`config.mk`:
```
export PLATFORM = sky130hd
export DESIGN_NAME = ddr2_init_top
export DESIGN_NICKNAME = d
export VERILOG_FILES = /design/src/design/ddr2_init_pkg.sv /design/src/design/ddr2_step_if.sv /design/src/design/ddr2_init_top.sv /design/src/design/ddr2_init_sequencer.sv /design/src/design/ddr2_init_rom.sv /design/src/design/ddr2_wait_timer.sv
export VERILOG_INCLUDE_DIRS = /design/src /design/src/design
export SDC_FILE = /design/constraint.sdc
export NUM_CORES = 1
export LEC_CHECK = 0
export ABC_AREA = 1
export BUFFER_PORTS_ARGS = -buffer_cell sky130_fd_sc_hd__buf_4
export CAP_MARGIN = 20
export CORE_MARGIN = 2
export CORE_UTILIZATION = 59
export DETAILED_ROUTE_END_ITERATION = 8
export PLACE_DENSITY = 0.8
export SLEW_MARGIN = 25
export SYNTH_ARGS = -nofsm -noshare
export SYNTH_HDL_FRONTEND = slang
export SYNTH_SLANG_ARGS = --single-unit
```
`constraint.sdc`:
```
create_clock -name clk -period 2.75 [get_ports clk]
set_input_delay 0.4125 -clock clk [delete_from_list [all_inputs] [get_ports clk]]
set_output_delay 0.4125 -clock clk [all_outputs]
set_load 0.03 [all_outputs]
```
`src/design/ddr2_init_defines.svh`:
```
`ifndef DDR2_INIT_DEFINES_SVH
`define DDR2_INIT_DEFINES_SVH

// Bus and counter widths.
`define DDR2_ADDR_WIDTH 13
`define DDR2_BANK_WIDTH 2
`define DDR2_WAIT_WIDTH 17

`define DDR2_NUM_STEPS 12 // Commands in the init sequence.

// Phase lengths in clock cycles.
`define DDR2_POWER_UP_CYCLES 100001
`define DDR2_CKE_SETTLE_CYCLES 200
`define DDR2_CMD_CYCLES 2

// NOP gaps that follow each kind of command.
`define DDR2_MRD_GAP 4
`define DDR2_RP_GAP 8
`define DDR2_RFC_GAP 400
`define DDR2_DLL_GAP 406 // Covers DLL lock after the second MR load.

// Default mode register fields.
`define DDR2_BURST_LENGTH 3'b011
`define DDR2_BURST_TYPE 1'b0
`define DDR2_CAS_LATENCY 3'b100
`define DDR2_ADDITIVE_LATENCY 3'b100
`define DDR2_WRITE_RECOVERY 3'b011

`endif
```
`src/design/ddr2_init_pkg.sv`:
```
`include "ddr2_init_defines.svh"

package ddr2_init_pkg;

    typedef logic [`DDR2_ADDR_WIDTH-1:0] ddr2_addr_t;
    typedef logic [`DDR2_BANK_WIDTH-1:0] ddr2_bank_t;
    typedef logic [`DDR2_WAIT_WIDTH-1:0] ddr2_wait_t;
    typedef logic [3:0] ddr2_step_t;

    // Command bits are {csbar, rasbar, casbar, webar}, all active low.
    typedef logic [3:0] ddr2_cmd_t;

    localparam ddr2_cmd_t CMD_NOP       = 4'b0111;
    localparam ddr2_cmd_t CMD_LOAD_MODE = 4'b0000;
    localparam ddr2_cmd_t CMD_REFRESH   = 4'b0001;
    localparam ddr2_cmd_t CMD_PRECHARGE = 4'b0010;

    typedef enum logic [2:0] {
        st_idle,
        st_power_up,
        st_cke_settle,
        st_command,
        st_gap,
        st_ready
    } init_state_e;

endpackage

```
`src/design/ddr2_step_if.sv`:
```
`timescale 1ns/1ps

interface ddr2_step_if;
    import ddr2_init_pkg::*;

    ddr2_step_t step;
    ddr2_cmd_t  cmd;
    ddr2_bank_t bank;
    ddr2_addr_t addr;
    ddr2_wait_t gap; // NOP cycles that follow the command.

    modport seq (
        output step,
        input  cmd, bank, addr, gap
    );

    modport rom (
        input  step,
        output cmd, bank, addr, gap
    );

endinterface

```
`src/design/ddr2_init_top.sv`:
```
`timescale 1ns/1ps
`include "ddr2_init_defines.svh"

module ddr2_init_top #(
    parameter logic [2:0]  burst_length     = `DDR2_BURST_LENGTH,
    parameter logic        burst_type       = `DDR2_BURST_TYPE,
    parameter logic [2:0]  cas_latency      = `DDR2_CAS_LATENCY,
    parameter logic [2:0]  additive_latency = `DDR2_ADDITIVE_LATENCY,
    parameter int unsigned power_up_cycles  = `DDR2_POWER_UP_CYCLES
) (
    input  logic                     clk,
    input  logic                     reset,
    input  logic                     init,
    output logic                     ready,
    output logic                     csbar,
    output logic                     rasbar,
    output logic                     casbar,
    output logic                     webar,
    output ddr2_init_pkg::ddr2_bank_t ba,
    output ddr2_init_pkg::ddr2_addr_t a,
    output logic                     cke,
    output logic                     odt
);
    import ddr2_init_pkg::*;

    ddr2_cmd_t cmd;

    ddr2_step_if u_step_if ();

    ddr2_init_rom #(
        .burst_length     (burst_length),
        .burst_type       (burst_type),
        .cas_latency      (cas_latency),
        .additive_latency (additive_latency)
    ) u_init_rom (
        .step_if (u_step_if.rom)
    );

    ddr2_init_sequencer #(
        .power_up_cycles (power_up_cycles)
    ) u_init_sequencer (
        .clk     (clk),
        .reset   (reset),
        .init    (init),
        .step_if (u_step_if.seq),
        .cmd     (cmd),
        .ba      (ba),
        .a       (a),
        .cke     (cke),
        .odt     (odt),
        .ready   (ready)
    );

    assign {csbar, rasbar, casbar, webar} = cmd;

endmodule

```
`src/design/ddr2_init_sequencer.sv`:
```
`timescale 1ns/1ps
`include "ddr2_init_defines.svh"

module ddr2_init_sequencer #(
    parameter int unsigned power_up_cycles = `DDR2_POWER_UP_CYCLES
) (
    input  logic                     clk,
    input  logic                     reset,
    input  logic                     init,
    ddr2_step_if.seq                 step_if,
    output ddr2_init_pkg::ddr2_cmd_t  cmd,
    output ddr2_init_pkg::ddr2_bank_t ba,
    output ddr2_init_pkg::ddr2_addr_t a,
    output logic                     cke,
    output logic                     odt,
    output logic                     ready
);
    import ddr2_init_pkg::*;

    localparam ddr2_step_t last_step = ddr2_step_t'(`DDR2_NUM_STEPS - 1);

    init_state_e state;
    init_state_e next_state;
    ddr2_step_t  step_q;
    ddr2_step_t  step_next;
    logic        load;
    ddr2_wait_t  load_value;
    logic        last;

    ddr2_wait_timer #(
        .width      (`DDR2_WAIT_WIDTH)
    ) u_wait_timer (
        .clk        (clk),
        .reset      (reset),
        .load       (load),
        .load_value (load_value),
        .last       (last)
    );

    // The table is read with the step that the next command will use.
    assign step_if.step = step_next;

    always_comb begin
        next_state = state;
        step_next  = step_q;
        load       = 1'b0;
        load_value = '0;
        case (state)
            st_idle: begin
                if (init) begin
                    next_state = st_power_up;
                    load       = 1'b1;
                    load_value = ddr2_wait_t'(power_up_cycles - 1);
                end
            end
            st_power_up: begin
                if (last) begin
                    next_state = st_cke_settle;
                    load       = 1'b1;
                    load_value = ddr2_wait_t'(`DDR2_CKE_SETTLE_CYCLES - 1);
                end
            end
            st_cke_settle: begin
                if (last) begin
                    next_state = st_command;
                    load       = 1'b1;
                    load_value = ddr2_wait_t'(`DDR2_CMD_CYCLES - 1);
                end
            end
            st_command: begin
                if (last) begin
                    next_state = st_gap;
                    load       = 1'b1;
                    load_value = step_if.gap - 1'b1;
                end
            end
            st_gap: begin
                if (last) begin
                    if (step_q == last_step) begin
                        next_state = st_ready;
                    end else begin
                        next_state = st_command;
                        step_next  = step_q + 1'b1;
                        load       = 1'b1;
                        load_value = ddr2_wait_t'(`DDR2_CMD_CYCLES - 1);
                    end
                end
            end
            st_ready: begin
            end
            default: begin
                next_state = st_idle;
            end
        endcase
    end

    // Pins update on the same edge as the state they belong to.
    always_ff @(posedge clk) begin
        if (reset) begin
            state  <= st_idle;
            step_q <= '0;
            cmd    <= CMD_NOP;
            ba     <= '0;
            a      <= '0;
            cke    <= 1'b0;
            odt    <= 1'b0;
            ready  <= 1'b0;
        end else begin
            state  <= next_state;
            step_q <= step_next;
            if (next_state != state) begin
                case (next_state)
                    st_cke_settle: cke <= 1'b1;
                    st_command: begin
                        cmd <= step_if.cmd;
                        ba  <= step_if.bank;
                        a   <= step_if.addr;
                    end
                    st_gap: cmd <= CMD_NOP; // Bank and address keep their values.
                    st_ready: begin
                        odt   <= 1'b1;
                        ready <= 1'b1;
                    end
                    default: begin
                    end
                endcase
            end
        end
    end

endmodule

```
`src/design/ddr2_init_rom.sv`:
```
`timescale 1ns/1ps
`include "ddr2_init_defines.svh"

module ddr2_init_rom #(
    parameter logic [2:0] burst_length     = `DDR2_BURST_LENGTH,
    parameter logic       burst_type       = `DDR2_BURST_TYPE,
    parameter logic [2:0] cas_latency      = `DDR2_CAS_LATENCY,
    parameter logic [2:0] additive_latency = `DDR2_ADDITIVE_LATENCY
) (
    ddr2_step_if.rom step_if
);
    import ddr2_init_pkg::*;

    localparam ddr2_addr_t precharge_all_addr = ddr2_addr_t'(1 << 10); // A10 selects all banks.

    function automatic ddr2_addr_t mr_word(input logic dll_reset);
        ddr2_addr_t word;
        word        = '0;
        word[2:0]   = burst_length;
        word[3]     = burst_type;
        word[6:4]   = cas_latency;
        word[8]     = dll_reset;
        word[11:9]  = `DDR2_WRITE_RECOVERY;
        return word;
    endfunction

    // A0 low keeps the DLL enabled. OCD default sets A9-A7 and A2 together.
    function automatic ddr2_addr_t emr1_word(input logic ocd_default);
        ddr2_addr_t word;
        word        = '0;
        word[2]     = ocd_default;
        word[5:3]   = additive_latency;
        word[9:7]   = {3{ocd_default}};
        word[10]    = 1'b1;
        return word;
    endfunction

    always_comb begin
        step_if.cmd  = CMD_NOP;
        step_if.bank = '0;
        step_if.addr = '0;
        step_if.gap  = '0;
        case (step_if.step)
            4'd0, 4'd5, 4'd11: begin
                step_if.cmd  = CMD_PRECHARGE;
                step_if.addr = precharge_all_addr;
                step_if.gap  = ddr2_wait_t'(`DDR2_RP_GAP);
            end
            4'd1: begin
                step_if.cmd  = CMD_LOAD_MODE; // EMR2 loads zero.
                step_if.bank = ddr2_bank_t'(2);
                step_if.gap  = ddr2_wait_t'(`DDR2_MRD_GAP);
            end
            4'd2: begin
                step_if.cmd  = CMD_LOAD_MODE; // EMR3 loads zero.
                step_if.bank = ddr2_bank_t'(3);
                step_if.gap  = ddr2_wait_t'(`DDR2_MRD_GAP);
            end
            4'd3, 4'd10: begin
                step_if.cmd  = CMD_LOAD_MODE;
                step_if.bank = ddr2_bank_t'(1);
                step_if.addr = emr1_word(1'b0);
                step_if.gap  = ddr2_wait_t'(`DDR2_MRD_GAP);
            end
            4'd4: begin
                step_if.cmd  = CMD_LOAD_MODE;
                step_if.addr = mr_word(1'b1); // First MR resets the DLL.
                step_if.gap  = ddr2_wait_t'(`DDR2_MRD_GAP);
            end
            4'd6, 4'd7: begin
                step_if.cmd  = CMD_REFRESH;
                step_if.gap  = ddr2_wait_t'(`DDR2_RFC_GAP);
            end
            4'd8: begin
                step_if.cmd  = CMD_LOAD_MODE;
                step_if.addr = mr_word(1'b0);
                step_if.gap  = ddr2_wait_t'(`DDR2_DLL_GAP);
            end
            4'd9: begin
                step_if.cmd  = CMD_LOAD_MODE;
                step_if.bank = ddr2_bank_t'(1);
                step_if.addr = emr1_word(1'b1);
                step_if.gap  = ddr2_wait_t'(`DDR2_MRD_GAP);
            end
            default: begin
            end
        endcase
    end

endmodule

```
`src/design/ddr2_wait_timer.sv`:
```
`timescale 1ns/1ps

module ddr2_wait_timer #(
    parameter int width = 17
) (
    input  logic             clk,
    input  logic             reset,
    input  logic             load,
    input  logic [width-1:0] load_value,
    output logic             last
);

    logic [width-1:0] count;

    always_ff @(posedge clk) begin
        if (reset) begin
            count <= '0;
        end else if (load) begin
            count <= load_value;
        end else if (count != '0) begin
            count <= count - 1'b1; // Holds at zero once a phase has ended.
        end
    end

    // The loaded value is the phase length minus one.
    assign last = (count == '0);

endmodule

```
# Word-level counts from Yosys, hierarchy flattened
# Cells that the tools add are included.
# word_totals
out_inout_bits	22
input_bits	3
word_cells	79
register_bits	45
# classes
n_eq_ne	22
reduce_logical	17
addsub	3
mux	29
# ops
cell	count
$mux 17	5
$pmux 17 s5	1
$pmux 11 s5	1
$pmux 9 s4	1
$eq 4x4->1 const B	5
$mux 3	6
$pmux 3 s6	1
$logic_not 17->1	1
$reduce_bool 17->1	1
$sub 17x1->17 const B	1
$eq 4x3->1 const B	4
$eq 3x2->1 const B	4
$eq 3x3->1 const B	4
$mux 4	3
$sub 9x1->10 const B	1
$pmux 3 s3	1
$reduce_or 3->1	3
$eq 4x2->1 const B	2
$mux 8	1
$pmux 4 s2	1
$reduce_and 2->1	4
$reduce_or 7->1	1
$mux 1	6
$pmux 2 s3	1
other kinds (10)	12

# Depth between registers and ports, before layout
# Gate-level depths: netlist (run 1).
# depth
ltp_word	11
depth_mapped	19
ltp_nobuf	19

# By module
# From an unflattened synthesis (run 1), not the netlist that was laid out.
# hier_totals
hier_cells	523
hier_area_um2	3290.7
# by_module_without_submodules
module	seq_area_each_um2	area_per_inst_um2	n_inst	cells_per_inst
ddr2_init_sequencer	560.5	1696.6	1	263
ddr2_wait_timer	340.3	1177.4	1	188
ddr2_init_rom	0.0	416.6	1	72

# Least setup slack after synthesis (run 1)
# No wires, ideal clock.
# synth_path
path_kind	register -> register
from	register u_init_sequencer.u_wait_timer.count[0]
to	register u_init_sequencer.u_wait_timer.count[10]
t_required_ns	2.617
stages_incl_launch_ff	17
n_path_buf	0
period_less_slack_ns	2.331
path_slack_ns	0.419
arrival_time_ns	2.198
setup_time_ns	0.133
cell_sequence	dfxtp_1 > inv_1 > ha_1 > inv_1 > nor2_1 > nand2_1 > nor2_4 > nand3_1 > nand2_1 > inv_2 > nor2_4 > nand2_2 > nor2_2 > nor2_1 > ha_1 > a31oi_1 > a31oi_1
# synth_via
elab_chain_len	10
elab_cells_between_ends	30
classes_between	add/sub (2); eq/ne (11); mux (10); reduce/logical (7)
# synth_lines
item	line	text
start: declaration	ddr2_wait_timer.sv:13	logic [width-1:0] count;
start signal: assignment	ddr2_wait_timer.sv:19	count <= load_value;
start signal: assignment	ddr2_wait_timer.sv:21	count <= count - 1'b1;
$logic_not 17->1	ddr2_wait_timer.sv:26	assign last = (count == '0);
$mux 4	ddr2_init_sequencer.sv:78	if (last) begin
$mux 4	ddr2_init_sequencer.sv:48	case (state)
$eq 4x1->1, or another cell as far along	ddr2_init_rom.sv:43	case (step_if.step)
$reduce_or 6->1 (no source line), or another cell as far along	--	
$pmux 9 s4	ddr2_init_rom.sv:43	
$sub 9x1->10	ddr2_init_sequencer.sv:74	load_value = step_if.gap - 1'b1;
$mux 17	ddr2_init_sequencer.sv:71	if (last) begin
$pmux 17 s5	ddr2_init_sequencer.sv:48	
$mux 17	ddr2_wait_timer.sv:18	end else if (load) begin
# Parallel ways exist; a longest one is shown, timed or not. The select of a mux whose other input is x is not followed.
# A chain may end at the register's enable or synchronous reset.

# Final worst setup path (run 1)
# layout_path
from	register u_init_sequencer.u_wait_timer.count[0]
to	register u_init_sequencer.u_wait_timer.count[7]
# Same word-level chain as after synthesis.

==> metrics, run 1 <==
clk_lat worst skew 0.29 ns; Antenna Cells 0; YS warnings 0; crit-path max FO 5; #FFs+latches synth 37; die width 67.9 um; routed length on met1 2500 um; hold_sp reset; die height 67.9 um; slew margin rel. 56.9%; fin. max-slew vios 0; Mean Syn Cell Area 6.76 um2; Clock Skew 0.00789 ns; Post-Syn Area 0.00241 mm2; max-cap violation count 0; Final Hold Fails 0; initial antenna violation count 0; port buffer count 19; Slew @ Worst Pin 0.646 ns; htree depth 2; EDFF count, synth 0; Core Footprint 0.00397 mm2; VDD IR max 0.298 mV; largest net degree at the start of global routing 18; Setup violations, final 0; row count 23; Netlist cell types 41; DR vias/cell 5.37; met2 WL post-DR 2740 um; worst setup path startpoint u_init_sequencer.u_wait_timer.count[0]$_SDFFE_PP0P_; status finished clean; ANT nets after route 0; Die ar. 0.00462 mm2; worst r2r src u_init_sequencer.u_wait_timer.count[0]$_SDFFE_PP0P_; vias in the first global route 1989; initial core utilization 60.7%; share of layout cells above drive strength 1 22.7%; Power per Cell Area 785 mW/mm2; area growth from synthesis to layout 12.9%; Vias 2326; Post-DP HPWL 4260 um; CTS tree yes; top area cells in the synthesized netlist dfxtp_1 31%, nand2_1 12%, nor2_1 7.0%, a21oi_1 5.6%, inv_1 5.0%; Worst Path Required 2.96 ns; 1st-iter DRT viols 170; first-pass GRT wire length 9000 um; DR WL met3 270 um; Setup TNS 0 ns; HP Class in -> reg; Pwr Total 2.14 mW; Placer Congestion 0.943; clk sink count 37; Highest Signal Layer met4; final cell count without fillers 433; data arrival time of the worst path 2.76 ns; Detailed Route WL 5640 um; CTS buffer count 5; sequential element share of the synthesized area 30.7%; gr ovfl total 0; top_reg_cell synth dfxtp_1; Worst-path clk slew 0.07 ns; Final Net Count 390; Yosys top cell by area dfxtp_1; P_leak 1.24 nW; wire per inst 13.0 um; Post-Synthesis Cells 357; fin crit period 2.55 ns; # IOs 25; Setup crit end kind flip-flop; DR DRC count 0; share of the synthesized area in the top cell type 30.7%; Total GRT Usage 25.9%; RSZ-0062 raised after global routing no; most frequent cells in the layout 77 x nand2_1, 43 x nor2_1, 37 x dfxtp_1; crit share post-route 92.7%; # placed instances 422; CTS Buffer Depth 2; crit start category flip-flop; CTS root buf clkbuf_8; Fmax 0.392 GHz; 1st-pass router iterations 5; crit path kind reg -> reg; fillers 356; most common cell after layout, fill and taps aside nand2_1; Async S/R FF share, synth 0%
cell usage after synthesis, types with 4 or more instances:
library cell / count
nand2_1: 78
nor2_1: 45
dfxtp_1: 37
inv_1: 32
a21oi_1: 27
nand3_1: 15
o21ai_0: 15
buf_4: 9
inv_2: 9
nor2_2: 9
nand4_1: 8
nand2_2: 7
o21ai_1: 7
a31oi_1: 6
nor2_4: 6
ha_1: 5
xor2_1: 5
xnor2_1: 4
layout make-up:
cell class                 count  area [um2]  area share (%)
clock buffer                   6        72.6            2.66
clock inverter                 2        10.0           0.367
inverter                      43         164            6.02
multi-input combinational    268        1470            54.0
sequential                    37         741            27.2
tap                           50        62.6            2.30
timing repair buffer          27         203            7.44
flip-flops by register name (all words and copies together) (netlist names):
signal and count:
u_init_sequencer.cmd 3, u_init_sequencer.ready 1, u_init_sequencer.ba 2, u_init_sequencer.cke 1
u_init_sequencer.state 3, u_init_sequencer.a 6, u_init_sequencer.step_q 4, u_init_sequencer.u_wait_timer.count 17
report_power, final:
group          switching [mW]  leakage (nW)  internal, mW
Sequential              0.110         0.302         0.645
Clock                   0.194        0.0450         0.176
Combinational           0.659         0.893         0.355
worst max-delay path, cell delays in order (launching register included):
cell	delay [ns]
dfxtp_1	0.34
inv_2	0.09
ha_1	0.15
inv_1	0.06
nor2_2	0.10
nand2_2	0.09
nor2_4	0.21
nand2_4	0.10
nor2_4	0.10
nand3_2	0.09
nand2_4	0.12
inv_2	0.05
nand2_1	0.09
nor2_1	0.06
nor2_2	0.16
ha_2	0.29
o21ai_1	0.14
nor2_1	0.07
a211oi_1	0.16
kinds of logic (layout without fill, tap and decap cells):
group | after synthesis | in the layout | share of synthesized area (%)
xor+xnor | 9 | 9 | 3.27
flops | 37 | 37 | 30.7
compound gates | 65 | 65 | 15.6
simple gates | 184 | 184 | 37.4
buf+inv | 56 | 78 | 10.3
other cells | 1 | 5 | 0.155
fa+ha+maj | 5 | 5 | 2.59
per-layer routing:
| metal | GRT usage, % | up-vias |
|---|---|---|
| li1 | - | 1206 |
| met3 | 5.26 | 12 |
| met2 | 43.7 | 72 |
| met5 | 0 | - |
| met1 | 31.9 | 1036 |
| met4 | 11.3 | 0 |
through the flow:
stage	setup slack (ns)	utilization (%)	instance area, um2	hold WS, ns
6_report	0.202	68.6	2720	0.444
2_1_floorplan	0.419	-	2430	0.526
5_1_grt	0.0154	68.6	2720	0.443
4_1_cts	0.0634	67.4	2680	0.436
3_3_place_gp	0.188	65.1	2590	0.449
3_5_place_dp	0.00228	65.1	2590	0.456
final timing paths:
check / endpoint / slack [ns] / cells past startpoint
worst min register to register: u_init_sequencer.a[10]$_SDFFE_PP0P_ / 0.47 / 2
worst min-delay path: u_init_sequencer.ba[0]$_SDFFE_PP0P_ / 0.44 / 2
worst max register to register: u_init_sequencer.u_wait_timer.count[7]$_SDFFE_PP0P_ / 0.20 / 18
worst max-delay path: u_init_sequencer.u_wait_timer.count[7]$_SDFFE_PP0P_ / 0.20 / 18
what timing repair did:
action / in CTS / in global routing
buffers inserted: 0 / 3
endpoints found under the setup margin: 3 / 11
gates cloned: 0 / 0
hold buffers: 0 / 0
pin swaps: 0 / 5
resized for setup: 1 / 11
No activity file was read; power rests on OpenSTA's default activity.
==> run 2, diff against run 1 <==
Settings changed: REMOVE_ABC_BUFFERS set to 1.
==> metrics, run 2 (synthesis results as in run 1) <==
Core Footprint 0.00397 mm2 (unchanged); Antenna Cells 0 (unchanged); HP Class in -> reg (unchanged); final cell count without fillers 430 (was 433); Final Hold Fails 0 (unchanged); Switching Share 44.5% (was 45.0%); # placed instances 422 (unchanged); switching power 0.960 mW (was 0.963 mW); crit share post-route 94.4% (was 92.7%); hold depth 2 (unchanged); crit start category flip-flop (unchanged); Clock Skew 0.0157 ns (was 0.00789 ns); crit path kind reg -> reg (unchanged); share of layout cells above drive strength 1 21.3% (was 22.7%); max reg flops 17 (unchanged); final instance area 0.00271 mm2 (was 0.00272 mm2); gr ovfl total 0 (unchanged); DR DRC count 0 (unchanged); status finished clean (unchanged); Detailed Route WL 5750 um (was 5640 um); Worst-path clk slew 0.08 ns (was 0.07 ns); VDD IR max 0.331 mV (was 0.298 mV); Vias 2373 (was 2326); Power per Cell Area 797 mW/mm2 (was 785 mW/mm2); setup ws final 0.155 ns (was 0.202 ns); max-cap violation count 0 (unchanged); die height 67.9 um (unchanged); first-pass GRT wire length 9210 um (was 9000 um); port buffer count 19 (unchanged); Final Net Count 388 (was 390); worst path cell trace inv_2 -> ha_1 -> inv_1 -> nor2_1 -> nand2_1 -> nor2_4 -> nand3_1 -> nand2_1 -> inv_2 -> nor2_4 -> nand2_2 -> nor2_4 -> nor2_4 -> ha_1 -> o21ai_0 -> nor2_1 -> a211oi_1 (was inv_2 -> ha_1 -> inv_1 -> nor2_2 -> nand2_2 -> nor2_4 -> nand2_4 -> nor2_4 -> nand3_2 -> nand2_4 -> inv_2 -> nand2_1 -> nor2_1 -> nor2_2 -> ha_2 -> o21ai_1 -> nor2_1 -> a211oi_1); Crit-path slowest cell dfxtp_1 (unchanged); most common cell after layout, fill and taps aside nand2_1 (unchanged); placed cell area 0.00259 mm2 (unchanged); area growth from synthesis to layout 12.2% (was 12.9%); ANT nets after route 0 (unchanged); CTS Buffer Depth 2 (unchanged); Setup violations, final 0 (unchanged); Die ar. 0.00462 mm2 (unchanged); DR vias/cell 5.52 (was 5.37); CP top delay family simple AND/OR/NAND/NOR gates (unchanged); CTS root buf clkbuf_8 (unchanged); # hold bufs at CTS 0 (unchanged); most frequent cells in the layout 77 x nand2_1, 43 x nor2_1, 37 x dfxtp_1 (unchanged); largest net degree at the start of global routing 18 (unchanged); wire per inst 13.4 um (was 13.0 um); CP dominant cell by count nor2_4; crit-path max FO 7 (was 5); CTS tree yes (unchanged); Power Internal 1.20 mW (was 1.18 mW); htree depth 2 (unchanged); Place WS 0.0450 ns (was 0.00228 ns); Worst Path Required 2.95 ns (was 2.96 ns); Crit path depth 17 (was 18); Setup crit end kind flip-flop (unchanged); clk sink count 37 (unchanged); data arrival time of the worst path 2.80 ns (was 2.76 ns); worst r2r path cells 17 (was 18); Most flops, register u_init_sequencer.u_wait_timer.count (unchanged); die width 67.9 um (unchanged); Placer Congestion 0.923 (was 0.943); # IOs 25 (unchanged); Combinational Power Share 46.7% (was 47.4%); fillers 346 (was 356); fin. max-slew vios 0 (unchanged); 1st-pass router iterations 4 (was 5); fin crit period 2.60 ns (was 2.55 ns); Largest regs u_init_sequencer.u_wait_timer.count: 17 flops, u_init_sequencer.a: 6 flops, u_init_sequencer.step_q: 4 flops (unchanged); initial core utilization 60.7% (unchanged); Flop pwr share 35.0% (was 35.3%); Pwr Total 2.16 mW (was 2.14 mW); 1st-iter DRT viols 175 (was 170); CTS buffer count 5 (unchanged); Worst path max stage delay 0.35 ns (was 0.34 ns); vias in the first global route 2052 (was 1989); P_leak 1.23 nW (was 1.24 nW); Fmax 0.385 GHz (was 0.392 GHz); initial antenna violation count 0 (unchanged); clock power share 18.2% (was 17.3%); Post-DP HPWL 4210 um (was 4260 um); Buf+Inv Stages, Crit Path 3 (unchanged); Total GRT Usage 26.3% (was 25.9%); clk_lat worst skew 0.30 ns (was 0.29 ns); row count 23 (unchanged)
[run 2: repair_timing]
item	in CTS	in global routing
setup buffers	0	1
endpoints found under the setup margin	0	11
resized for setup	0	8
[run 2: worst paths after layout]
check / from / endpoint / slack [ns]
setup / recovery: u_init_sequencer.u_wait_timer.count[0]$_SDFFE_PP0P_ / u_init_sequencer.u_wait_timer.count[7]$_SDFFE_PP0P_ / 0.15
setup reg to reg: u_init_sequencer.u_wait_timer.count[0]$_SDFFE_PP0P_ / u_init_sequencer.u_wait_timer.count[7]$_SDFFE_PP0P_ / 0.15
hold reg to reg: u_init_sequencer.a[9]$_SDFFE_PP0P_ / u_init_sequencer.a[9]$_SDFFE_PP0P_ / 0.47
hold / removal: reset / u_init_sequencer.u_wait_timer.count[5]$_SDFFE_PP0P_ / 0.43
[run 2: worst reg2reg max path, delay by kind of cell (launching register included)]
family                     cells  cell delay (ns)
AOI/OAI and AO/OA              2             0.32
adders and majority gates      2             0.43
DFF                            1             0.35
buffers and inverters          3             0.21
and+or+nand+nor               10             1.20
[run 2: metrics by stage]
stage          hold slack (ns)  util [%]  TNS [ns]
2_1_floorplan            0.482         -         0
3_3_place_gp             0.450      65.1         0
3_5_place_dp             0.454      65.1         0
4_1_cts                  0.434      67.3         0
5_1_grt                  0.438      68.2   -0.0301
6_report                 0.431      68.2         0
[run 2: cell type report]
type                    count  area, um2  share of cell area, %
multi-input cells         268       1470                   54.2
flip-flops and latches     37        741                   27.4
repair buffers             25        188                   6.93
inverters                  43        164                   6.05
clock buffers               7       86.3                   3.19
well taps                  50       62.6                   2.31
[run 2: metal layers]
metal | global-route usage [%] | part of all wire, % | up-vias
met4 | 10.3 | 2.1 | 0
met2 | 44.8 | 48 | 84
li1 | - | - | 1202
met5 | 0 | 0 | -
met3 | 4.61 | 5.7 | 16
met1 | 32.9 | 45 | 1071
[run 2: power groups by stage]
stage,Combinational (mW),Clock [mW],Sequential (mW)
6_report,1.01,0.394,0.757
5_1_grt,1.13,0.415,0.769
4_1_cts,0.996,0.393,0.752
3_5_place_dp,0.985,0,0.763
3_3_place_gp,0.973,0,0.762
2_1_floorplan,0.781,0,0.758
==> run 3, diff against run 2 <==
Settings changed: CAP_MARGIN 20 to unset, GPL_TIMING_DRIVEN set to 0.
==> metrics, run 3 (synthesis results as in run 1) <==
CP top delay family simple AND/OR/NAND/NOR gates (unchanged); Core Footprint 0.00397 mm2 (unchanged); Antenna Cells 0 (unchanged); initial core utilization 60.7% (unchanged); die height 67.9 um (unchanged); die width 67.9 um (unchanged); Post-DP HPWL 4070 um (was 4210 um); Fmax 0.394 GHz (was 0.385 GHz); crit start category flip-flop (unchanged); CTS buffer count 5 (unchanged); fin crit period 2.54 ns (was 2.60 ns); largest net degree at the start of global routing 18 (unchanged); data arrival time of the worst path 2.75 ns (was 2.80 ns); worst r2r path cells 17 (unchanged); Buf+Inv Stages, Crit Path 3 (unchanged); VDD IR max 0.314 mV (was 0.331 mV); most frequent cells in the layout 75 x nand2_1, 42 x nor2_1, 36 x dfxtp_1 (was 77 x nand2_1, 43 x nor2_1, 37 x dfxtp_1); clk_lat worst skew 0.29 ns (was 0.30 ns); Worst Path Required 2.96 ns (was 2.95 ns); crit-path max FO 6 (was 7); hold depth 2 (unchanged); Final Hold Fails 0 (unchanged); 1st-pass router iterations 4 (unchanged); Placer Congestion 0.916 (was 0.923); worst path cell trace inv_2 -> ha_1 -> inv_1 -> nor2_2 -> nand2_2 -> nor2_4 -> nand3_1 -> nand2_1 -> inv_2 -> nor2_4 -> nand2_2 -> nor2_4 -> nor2_4 -> ha_2 -> o21ai_1 -> nor2_1 -> a211oi_1 (was inv_2 -> ha_1 -> inv_1 -> nor2_1 -> nand2_1 -> nor2_4 -> nand3_1 -> nand2_1 -> inv_2 -> nor2_4 -> nand2_2 -> nor2_4 -> nor2_4 -> ha_1 -> o21ai_0 -> nor2_1 -> a211oi_1); CP dominant cell by count nor2_4 (unchanged); max-cap violation count 0 (unchanged); Worst-path clk slew 0.07 ns (was 0.08 ns); status finished clean (unchanged); Setup violations, final 0 (unchanged); Setup crit end kind flip-flop (unchanged); # IOs 25 (unchanged); share of layout cells above drive strength 1 23.2% (was 21.3%); wire per inst 12.9 um (was 13.4 um); final instance area 0.00273 mm2 (was 0.00271 mm2); Power per Cell Area 784 mW/mm2 (was 797 mW/mm2); initial antenna violation count 0 (unchanged); Total GRT Usage 25.0% (was 26.3%); Largest regs u_init_sequencer.u_wait_timer.count: 17 flops, u_init_sequencer.a: 6 flops, u_init_sequencer.step_q: 4 flops (unchanged); fin. max-slew vios 0 (unchanged); Clock Skew 0.00846 ns (was 0.0157 ns); area growth from synthesis to layout 13.1% (was 12.2%); HP Class in -> reg (unchanged); final hold slack 0.431 ns (about the same); Detailed Route WL 5520 um (was 5750 um); DR vias/cell 5.41 (was 5.52); htree depth 2 (unchanged); most common cell after layout, fill and taps aside nand2_1 (unchanged); max reg flops 17 (unchanged); vias in the first global route 2108 (was 2052); Die ar. 0.00462 mm2 (unchanged); CTS Buffer Depth 2 (unchanged); CTS root buf clkbuf_8 (unchanged); port buffer count 19 (unchanged); Worst path max stage delay 0.34 ns (was 0.35 ns); clk sink count 37 (unchanged); Vias 2321 (was 2373); row count 23 (unchanged); gr ovfl total 0 (unchanged); Final Net Count 388 (unchanged); Crit path depth 17 (unchanged); DR DRC count 0 (unchanged); first-pass GRT wire length 8760 um (was 9210 um); ANT nets after route 0 (unchanged); crit path kind reg -> reg (unchanged); Most flops, register u_init_sequencer.u_wait_timer.count (unchanged); Crit-path slowest cell dfxtp_2 (was dfxtp_1); placed cell area 0.00255 mm2 (was 0.00259 mm2); P_leak 1.24 nW (was 1.23 nW); CTS tree yes (unchanged); crit share post-route 92.3% (was 94.4%); # hold bufs at CTS 0 (unchanged); Pwr Total 2.14 mW (was 2.16 mW); Setup TNS 0 ns (unchanged); 1st-iter DRT viols 126 (was 175)
[run 3: per-stage QoR]
step / util, % / instances / worst slack [ns]
4_1_cts: 66.4 / 423 / 0.0534
6_report: 68.7 / 429 / 0.213
5_1_grt: 68.7 / 429 / -0.0196
3_3_place_gp: 64.2 / 417 / -0.0540
3_5_place_dp: 64.2 / 417 / -0.0685
2_1_floorplan: - / 348 / 0.419
[run 3: per-layer routing]
| metal | wire, um | track usage [%] | vias up |
|---|---|---|---|
| met2 | 2720 | 42.6 | 52 |
| met3 | 257 | 5.76 | 11 |
| met1 | 2430 | 28.4 | 1063 |
| met4 | 108 | 14.5 | 0 |
| met5 | 0 | 0 | - |
| li1 | - | - | 1195 |
[run 3: power breakdown]
group	leakage, nW	internal, mW	switching (mW)
clock network	0.0399	0.167	0.187
registers	0.302	0.646	0.107
logic	0.902	0.357	0.677
[run 3: repair_timing]
item / in CTS / in global routing
resized for setup: 4 / 16
setup endpoints to repair: 9 / 14
setup buffers: 0 / 6
pin swaps: 0 / 4
hold endpoints to repair: 0 / 0
cloned: 0 / 0
[run 3: layout make-up]
class                      instances  area, um2
sequential                        37        742
inverter                          43        164
clock buffer                       5       68.8
multi-input combinational        268       1500
fill                             377       1240
clock inverter                     1       5.00
timing repair buffer              25        188
tap                               50       62.6
[run 3: final timing paths]
kind	startpoint	end	slack, ns
max	u_init_sequencer.u_wait_timer.count[0]$_SDFFE_PP0P_	u_init_sequencer.u_wait_timer.count[7]$_SDFFE_PP0P_	0.21
min	reset	u_init_sequencer.state[2]$_SDFF_PP0_	0.43
max reg2reg	u_init_sequencer.u_wait_timer.count[0]$_SDFFE_PP0P_	u_init_sequencer.u_wait_timer.count[7]$_SDFFE_PP0P_	0.21
min reg2reg	u_init_sequencer.a[5]$_SDFFE_PP0P_	u_init_sequencer.a[5]$_SDFFE_PP0P_	0.47
